**src/hw/tuple_queue_pkg.sv**
```systemverilog
package tuple_queue_pkg;

    // Queue geometry
    localparam int QUEUE_DEPTH   = 8;
    localparam int TUPLE_WIDTH   = 16;
    localparam int PAYLOAD_WIDTH = 16;

    typedef logic [TUPLE_WIDTH-1:0] tuple_t;

    // One queue slot
    typedef struct packed {
        logic                     valid;
        tuple_t                   tuple;
        logic [PAYLOAD_WIDTH-1:0] payload;
    } entry_t;

    // One bit per slot with index 0 at the head
    typedef logic [QUEUE_DEPTH-1:0] slot_vec_t;

    typedef enum logic {
        OP_INSERT = 1'b0,
        OP_DELETE = 1'b1
    } op_kind_e;

    // Read/write by key
    typedef struct packed {
        logic   rd_en;
        logic   wr_en;
        tuple_t key;
        entry_t wr_entry;
    } access_req_t;

    // Insert at tail or delete by tuple
    typedef struct packed {
        logic     en;
        op_kind_e kind;
        entry_t   entry;
    } queue_op_t;

    typedef struct packed {
        logic   valid;
        logic   hit;
        entry_t entry;
    } read_resp_t;

    typedef struct packed {
        logic   done;
        entry_t entry;
    } deque_resp_t;

    // Sticky error vector
    // Bit 1 is reserved and reads zero
    typedef logic [7:0] error_t;

    localparam int ERR_INSERT_FULL   = 0;
    localparam int ERR_DUPLICATES    = 2;
    localparam int ERR_CORRUPT       = 3;
    localparam int ERR_DEQUE_DELETE  = 4;
    localparam int ERR_DELETE_MISS   = 5;
    localparam int ERR_WRITE_MISS    = 6;
    localparam int ERR_ACCESS_DELETE = 7;

    localparam error_t ERROR_FATAL_MASK = error_t'((1 << ERR_INSERT_FULL)  |
                                                   (1 << ERR_DUPLICATES)   |
                                                   (1 << ERR_CORRUPT)      |
                                                   (1 << ERR_DEQUE_DELETE));

endpackage

```
**src/hw/queue_lookup.sv**
```systemverilog
`timescale 1ns/1ps

module queue_lookup (
    input  logic                          clk,
    input  logic                          rst,
    input  tuple_queue_pkg::access_req_t  access,
    input  tuple_queue_pkg::queue_op_t    op,
    input  logic                          deque_en,
    input  tuple_queue_pkg::entry_t       entries [tuple_queue_pkg::QUEUE_DEPTH],
    input  tuple_queue_pkg::slot_vec_t    shift_vec,
    input  tuple_queue_pkg::slot_vec_t    first_empty,
    output tuple_queue_pkg::access_req_t  access_r,
    output tuple_queue_pkg::queue_op_t    op_r,
    output logic                          deque_r,
    output tuple_queue_pkg::slot_vec_t    hit_access,
    output tuple_queue_pkg::slot_vec_t    hit_delete
);

    localparam int DEPTH = tuple_queue_pkg::QUEUE_DEPTH;

    // Entries padded with an empty slot past the tail
    tuple_queue_pkg::entry_t    ent_ext [DEPTH+1];
    // Top bit marks a full queue where an insert can only land after a shift
    logic [DEPTH:0]             fe_ext;
    logic                       pend_insert;
    logic                       access_en;
    logic                       delete_en;
    tuple_queue_pkg::slot_vec_t hit_access_d;
    tuple_queue_pkg::slot_vec_t hit_delete_d;

    always_comb begin
        for (int i = 0; i < DEPTH; i++) begin
            ent_ext[i] = entries[i];
        end
        ent_ext[DEPTH] = '0;
    end

    assign fe_ext      = {~|first_empty, first_empty};
    assign pend_insert = op_r.en & (op_r.kind == tuple_queue_pkg::OP_INSERT);
    assign access_en   = access.rd_en | access.wr_en;
    assign delete_en   = op.en & (op.kind == tuple_queue_pkg::OP_DELETE);

    // Compare against the entry each slot holds once stage 1 has
    // applied this cycle's shift and insert
    for (genvar i = 0; i < DEPTH; i++) begin : g_slot
        tuple_queue_pkg::entry_t src_entry;
        tuple_queue_pkg::tuple_t cand_tuple;
        logic                    src_insert;
        logic                    cand_valid;

        assign src_entry  = shift_vec[i] ? ent_ext[i+1] : ent_ext[i];
        assign src_insert = pend_insert & (shift_vec[i] ? fe_ext[i+1] : fe_ext[i]);
        assign cand_valid = src_insert | src_entry.valid;
        assign cand_tuple = src_insert ? op_r.entry.tuple : src_entry.tuple;

        assign hit_access_d[i] = access_en & cand_valid & (cand_tuple == access.key);
        assign hit_delete_d[i] = delete_en & cand_valid & (cand_tuple == op.entry.tuple);
    end

    // Request registers
    always_ff @(posedge clk) begin
        if (rst) begin
            access_r.rd_en <= 1'b0;
            access_r.wr_en <= 1'b0;
            op_r.en        <= 1'b0;
            deque_r        <= 1'b0;
        end else begin
            access_r <= access;
            op_r     <= op;
            deque_r  <= deque_en;
        end
    end

    always_ff @(posedge clk) begin
        if (rst) begin
            hit_access <= '0;
            hit_delete <= '0;
        end else begin
            hit_access <= hit_access_d;
            hit_delete <= hit_delete_d;
        end
    end

endmodule

```
**src/hw/queue_store.sv**
```systemverilog
`timescale 1ns/1ps

module queue_store (
    input  logic                          clk,
    input  logic                          rst,
    input  tuple_queue_pkg::access_req_t  access_r,
    input  tuple_queue_pkg::queue_op_t    op_r,
    input  logic                          deque_r,
    input  tuple_queue_pkg::slot_vec_t    hit_access,
    input  tuple_queue_pkg::slot_vec_t    hit_delete,
    output tuple_queue_pkg::entry_t       entries [tuple_queue_pkg::QUEUE_DEPTH],
    output tuple_queue_pkg::slot_vec_t    shift_vec,
    output tuple_queue_pkg::slot_vec_t    first_empty,
    output logic                          corrupt,
    output logic                          full,
    output logic                          empty
);

    localparam int DEPTH = tuple_queue_pkg::QUEUE_DEPTH;

    tuple_queue_pkg::entry_t    ent_ext [DEPTH+1];
    tuple_queue_pkg::entry_t    next_entry [DEPTH];
    tuple_queue_pkg::entry_t    written;
    tuple_queue_pkg::entry_t    inserted;
    tuple_queue_pkg::slot_vec_t valid_vec;
    tuple_queue_pkg::slot_vec_t valid_inc;
    logic [DEPTH:0]             fe_ext;
    logic [DEPTH:0]             hit_ext;
    logic                       write_en;
    logic                       insert_en;

    always_comb begin
        for (int i = 0; i < DEPTH; i++) begin
            ent_ext[i]   = entries[i];
            valid_vec[i] = entries[i].valid;
        end
        ent_ext[DEPTH] = '0;
    end

    // Everything from the head or the deleted slot onward moves left
    always_comb begin
        shift_vec[0] = deque_r | hit_delete[0];
        for (int i = 1; i < DEPTH; i++) begin
            shift_vec[i] = shift_vec[i-1] | hit_delete[i];
        end
    end

    // A packed valid vector is a run of ones from bit 0, so adding one
    // lands exactly on the first empty slot
    assign valid_inc   = valid_vec + 1'b1;
    assign corrupt     = (valid_vec & valid_inc) != '0;
    assign first_empty = corrupt ? '0 : valid_inc;
    assign full        = &valid_vec;
    assign empty       = ~|valid_vec;

    assign fe_ext    = {full, first_empty};
    assign hit_ext   = {1'b0, hit_access};
    assign write_en  = access_r.wr_en;
    assign insert_en = op_r.en & (op_r.kind == tuple_queue_pkg::OP_INSERT);

    // Stored entries are always marked valid
    assign written  = {1'b1, access_r.wr_entry.tuple, access_r.wr_entry.payload};
    assign inserted = {1'b1, op_r.entry.tuple, op_r.entry.payload};

    // Slot priority is write by hit, then insert at first empty, then shift
    for (genvar i = 0; i < DEPTH; i++) begin : g_slot
        logic src_write;
        logic src_insert;

        assign src_write  = shift_vec[i] ? hit_ext[i+1] : hit_ext[i];
        assign src_insert = shift_vec[i] ? fe_ext[i+1] : fe_ext[i];

        always_comb begin
            if (write_en && src_write) begin
                next_entry[i] = written;
            end else if (insert_en && src_insert) begin
                next_entry[i] = inserted;
            end else if (shift_vec[i]) begin
                next_entry[i] = ent_ext[i+1];
            end else begin
                next_entry[i] = ent_ext[i];
            end
        end
    end

    always_ff @(posedge clk) begin
        if (rst) begin
            for (int i = 0; i < DEPTH; i++) begin
                entries[i].valid <= 1'b0;
            end
        end else begin
            for (int i = 0; i < DEPTH; i++) begin
                entries[i] <= next_entry[i];
            end
        end
    end

endmodule

```
**src/hw/queue_respond.sv**
```systemverilog
`timescale 1ns/1ps

module queue_respond (
    input  logic                          clk,
    input  logic                          rst,
    input  tuple_queue_pkg::access_req_t  access_r,
    input  tuple_queue_pkg::queue_op_t    op_r,
    input  logic                          deque_r,
    input  tuple_queue_pkg::slot_vec_t    hit_access,
    input  tuple_queue_pkg::slot_vec_t    hit_delete,
    input  tuple_queue_pkg::entry_t       entries [tuple_queue_pkg::QUEUE_DEPTH],
    input  logic                          corrupt,
    input  logic                          full,
    output tuple_queue_pkg::read_resp_t   rd_resp,
    output tuple_queue_pkg::deque_resp_t  dq_resp,
    output logic                          credit_return,
    output tuple_queue_pkg::error_t       error,
    output logic                          error_fatal
);

    localparam int DEPTH = tuple_queue_pkg::QUEUE_DEPTH;

    tuple_queue_pkg::entry_t rd_entry;
    tuple_queue_pkg::entry_t head_entry;
    tuple_queue_pkg::error_t err_set;
    logic                    hit_any;
    logic                    del_any;
    logic                    is_insert;
    logic                    is_delete_op;
    logic                    slot_freed;

    assign hit_any      = |hit_access;
    assign del_any      = |hit_delete;
    assign is_insert    = op_r.en & (op_r.kind == tuple_queue_pkg::OP_INSERT);
    assign is_delete_op = op_r.en & (op_r.kind == tuple_queue_pkg::OP_DELETE);
    assign slot_freed   = (deque_r & entries[0].valid) | del_any;

    // One-hot mux that leaves the result at zero on a miss
    always_comb begin
        rd_entry = '0;
        for (int i = 0; i < DEPTH; i++) begin
            if (hit_access[i]) begin
                rd_entry = rd_entry | entries[i];
            end
        end
    end

    // Forward a same-cycle write to the head
    assign head_entry = (access_r.wr_en && hit_access[0]) ?
                        {1'b1, access_r.wr_entry.tuple, access_r.wr_entry.payload} :
                        entries[0];

    always_comb begin
        err_set = '0;
        err_set[tuple_queue_pkg::ERR_INSERT_FULL]   = is_insert & full &
                                                      ~(deque_r | del_any);
        err_set[tuple_queue_pkg::ERR_DUPLICATES]    = ((hit_access & (hit_access - 1'b1)) != '0) |
                                                      ((hit_delete & (hit_delete - 1'b1)) != '0);
        err_set[tuple_queue_pkg::ERR_CORRUPT]       = corrupt;
        err_set[tuple_queue_pkg::ERR_DEQUE_DELETE]  = deque_r & del_any;
        err_set[tuple_queue_pkg::ERR_DELETE_MISS]   = is_delete_op & ~del_any;
        err_set[tuple_queue_pkg::ERR_WRITE_MISS]    = access_r.wr_en & ~hit_any;
        // Access to a slot that is leaving this cycle
        err_set[tuple_queue_pkg::ERR_ACCESS_DELETE] = |(hit_access & hit_delete);
    end

    always_ff @(posedge clk) begin
        if (rst) begin
            rd_resp.valid <= 1'b0;
            rd_resp.hit   <= 1'b0;
            dq_resp.done  <= 1'b0;
            credit_return <= 1'b0;
            error         <= '0;
        end else begin
            rd_resp.valid <= access_r.rd_en;
            rd_resp.hit   <= access_r.rd_en & hit_any;
            rd_resp.entry <= access_r.rd_en ? rd_entry : '0;
            dq_resp.done  <= deque_r;
            dq_resp.entry <= head_entry;
            credit_return <= slot_freed;
            error         <= error | err_set;
        end
    end

    assign error_fatal = |(error & tuple_queue_pkg::ERROR_FATAL_MASK);

endmodule

```
**src/hw/tuple_queue.sv**
```systemverilog
`timescale 1ns/1ps

module tuple_queue (
    input  logic                          clk,
    input  logic                          rst,
    input  tuple_queue_pkg::access_req_t  access,
    input  tuple_queue_pkg::queue_op_t    op,
    input  logic                          deque_en,
    output tuple_queue_pkg::read_resp_t   rd_resp,
    output tuple_queue_pkg::deque_resp_t  dq_resp,
    output logic                          credit_return,
    output tuple_queue_pkg::error_t       error,
    output logic                          error_fatal,
    output logic                          full,
    output logic                          empty
);

    // Stage 0 outputs
    tuple_queue_pkg::access_req_t access_r;
    tuple_queue_pkg::queue_op_t   op_r;
    logic                         deque_r;
    tuple_queue_pkg::slot_vec_t   hit_access;
    tuple_queue_pkg::slot_vec_t   hit_delete;

    // Stage 1 state
    tuple_queue_pkg::entry_t      entries [tuple_queue_pkg::QUEUE_DEPTH];
    tuple_queue_pkg::slot_vec_t   shift_vec;
    tuple_queue_pkg::slot_vec_t   first_empty;
    logic                         corrupt;

    queue_lookup lookup_inst (
        .clk         (clk),
        .rst         (rst),
        .access      (access),
        .op          (op),
        .deque_en    (deque_en),
        .entries     (entries),
        .shift_vec   (shift_vec),
        .first_empty (first_empty),
        .access_r    (access_r),
        .op_r        (op_r),
        .deque_r     (deque_r),
        .hit_access  (hit_access),
        .hit_delete  (hit_delete)
    );

    queue_store store_inst (
        .clk         (clk),
        .rst         (rst),
        .access_r    (access_r),
        .op_r        (op_r),
        .deque_r     (deque_r),
        .hit_access  (hit_access),
        .hit_delete  (hit_delete),
        .entries     (entries),
        .shift_vec   (shift_vec),
        .first_empty (first_empty),
        .corrupt     (corrupt),
        .full        (full),
        .empty       (empty)
    );

    queue_respond respond_inst (
        .clk           (clk),
        .rst           (rst),
        .access_r      (access_r),
        .op_r          (op_r),
        .deque_r       (deque_r),
        .hit_access    (hit_access),
        .hit_delete    (hit_delete),
        .entries       (entries),
        .corrupt       (corrupt),
        .full          (full),
        .rd_resp       (rd_resp),
        .dq_resp       (dq_resp),
        .credit_return (credit_return),
        .error         (error),
        .error_fatal   (error_fatal)
    );

endmodule

```
**config.mk**
```make
export PLATFORM = sky130hd
export DESIGN_NAME = tuple_queue
export DESIGN_NICKNAME = d
export VERILOG_FILES = /design/src/hw/tuple_queue_pkg.sv /design/src/hw/queue_lookup.sv /design/src/hw/queue_store.sv /design/src/hw/queue_respond.sv /design/src/hw/tuple_queue.sv
export SDC_FILE = /design/constraint.sdc
export NUM_CORES = 1
export LEC_CHECK = 0
export ABC_AREA = 1
export BUFFER_PORTS_ARGS = -buffer_cell sky130_fd_sc_hd__buf_2
export CORE_UTILIZATION = 25
export DETAILED_ROUTE_END_ITERATION = 6
export GPL_ROUTABILITY_DRIVEN = 1
export PLACE_DENSITY = 0.5
export SYNTH_ARGS = -nofsm -noshare
export SYNTH_HDL_FRONTEND = slang
export SYNTH_HIERARCHICAL = 1
export SYNTH_SLANG_ARGS = --single-unit
```
**constraint.sdc**
```tcl
create_clock -name clk -period 8.8 [get_ports clk]
set_input_delay 1.76 -clock clk [delete_from_list [all_inputs] [get_ports clk]]
set_output_delay 1.76 -clock clk [all_outputs]
set_load 0.02 [all_outputs]
```
==> run summary <==
Placed Area: 31410 µm²
Clk Latency, worst-skew pair: 670 ps
Net Count, Synth: 4142
Mean Syn Cell Area: 7.297 µm²
Inserted Clock Buffers: 53
H-tree depth: 2
hold buffer count at cts: 0
area of the multi-input gates: 14120 µm²
Critical Path AT: 5860 ps
die height: 345.6 µm
Rows: 125
endpoint type of the worst setup path: flop
Worst Hold Class: reg2reg
first-pass GRT wire length: 210600 µm
register area: 12410 µm²
Core Region: 116700 µm²
final wirelength: 151500 µm
final worst setup slack: 3498 ps
input/output buffers: 166
YS warnings: 6
RSZ-0062 raised after global routing: false
drt drc: 0
Worst Clk Skew: 30.57 ps
Final Cycle Share: 60.25%
dpl ws: 3682 ps
Worst Path Required: 9360 ps
Crit Path Class: reg2reg
Final ANT Viol Nets: 0
CTS tree: done
Fill cells: 12.83k
Post-Layout Inst Area: 33120 µm²
Root Driver: clkbuf_16
final setup TNS: 0 ps
fin crit period: 5302 ps
Initial Util: 25.29%
gp weighted congestion: 1.076
slowest cell on the critical path: nand2_1
grt ovf: 0
# setup viols final: 0
die area: 119400 µm²
Worst Tran Pin Value: 1096 ps
LEAKAGE: 0.01454 µW
Die X: 345.6 µm
relative slew slack: 26.74%
outcome: complete, no violations
buffer levels on the longest clock path: 3
largest net degree at the start of global routing: 66
Pwr per Cell Area: 165.2 nW/µm²
HPWL Detailed: 102300 µm
I/O Pins: 170
vias per cell: 5.282
post-CTS sizing: 0
critical-path cell list: ha_1 > inv_1 > nor3_1 > nand2_1 > ha_1 > inv_1 > nand2_1 > nor2_1 > nand3b_1 > inv_1 > inv_1 > nand2_1 > nand2_1 > nand2_1 > nand3_1 > nand2_1 > nand2_1 > nor2_1 > nand3_1 > nor2_1
DR iter-0 viols: 4096
Total GRT Usage: 24.49%
Mapped Cells: 4044
Final Hold Fails: 0
TritonRoute pass-1 iters: 6
postcts setup bufs: 0
VDD IR-drop max: 0.0001314 V
routed length per instance: 26.90 µm
Worst setup SP type: flop
vias in the first global route: 27.72k
layout cells sized above 1: 11.38%
clk sink count: 426
initial antenna violation count: 12
Clock transition at path regs: 70 ps
Max Transition Viols Final: 0
worst path buffer plus inverter count: 4
Final #Nets: 4160
slowest cell delay on critical path: 850 ps
P&R area growth vs syn: 12.24%
CP max FO: 14
CP top delay family: simple AND/OR/NAND/NOR gates
MaxCap Viol Count: 0
DR vias: 29.74k
synthesized cell area: 29510 µm²
Fmax: 188.6 MHz
most frequent CP cell: nand2_1
[flip-flops by register name, summed over array words and instances (netlist names)]
signal and count:
lookup_inst/access_r 34, lookup_inst/deque_r 1, lookup_inst/hit_access 8, lookup_inst/hit_delete 8
lookup_inst/op_r 34, respond_inst/credit_return 1, respond_inst/dq_resp 34, respond_inst/error 7
respond_inst/rd_resp 35, store_inst/entries 264
[worst paths after layout]
check	from	endpoint	slack, ps	depth (start not counted)
worst max-delay path	store_inst/entries[263]	lookup_inst/hit_delete[7]	3500	20
worst min-delay path	respond_inst/error[5]	respond_inst/error[5]	450	2
worst max register to register	store_inst/entries[263]	lookup_inst/hit_delete[7]	3500	20
worst min register to register	respond_inst/error[5]	respond_inst/error[5]	450	2
[worst register-to-register path: cells and delay by family, from the launching register on]
family        cells  cell delay (ps)
buf+inv           4              620
simple gates     14             3560
fa+ha+maj         2              420
flops             1              580
[area by class of cell]
class	count	area share [%]
Multi-Input combinational cell	2906	42.63
Sequential cell	426	37.47
Tap cell	1524	5.757
Clock buffer	66	4.336
Inverter	450	5.130
Clock inverter	32	0.8197
Antenna cell	1	0.007555
Timing Repair Buffer	225	3.845
[cells in the final DEF (no fill, tap or decap), drive strengths merged]
master    instances
nand2          1332
o21ai           489
inv             438
edfxtp          387
nor2            352
buf             225
nand3           209
a21oi           128
xor2             72
clkbuf           66
a221oi           64
nand4            59
o22ai            57
nor3             43
dfxtp            39
clkinv           38
mux2             31
o211ai           22
or2              11
a31oi            10
ha                9
a22o              8
clkinvlp          4
bufinv            2
a211oi            2
diode             1
mux2i             1
o21a              1
and2              1
o21bai            1
nor3b             1
conb              1
nand3b            1
nor4              1
[report_power, final]
part | switching [µW] | internal, µW
combinational | 619 | 207
sequential | 122 | 2310
clock | 996 | 1220
total | 1740 | 3740
[routing by layer]
metal / share of wire (%) / global-route usage, % / routed length, µm / vias up
li1: - / - / - / 13390
met1: 43 / 34.31 / 65750 / 14330
met2: 43 / 37.23 / 65620 / 1720
met3: 10 / 5.239 / 15240 / 292
met4: 3.2 / 7.826 / 4798 / 8
met5: 0.032 / 0 / 48 / -
[per-stage QoR]
step                      hold slack [ps]  total power (µW)  util [%]  std cells
after floorplan                     493.1              2897         -       4044
after global placement              450.4              3269     26.92       5531
after detailed placement            444.1              3267     26.92       5531
after CTS                           453.8              5497     28.39       5629
after global routing                486.8              5642     28.39       5629
final                               454.2              5473     28.39       5630
No activity file was read; power rests on OpenSTA's default activity.
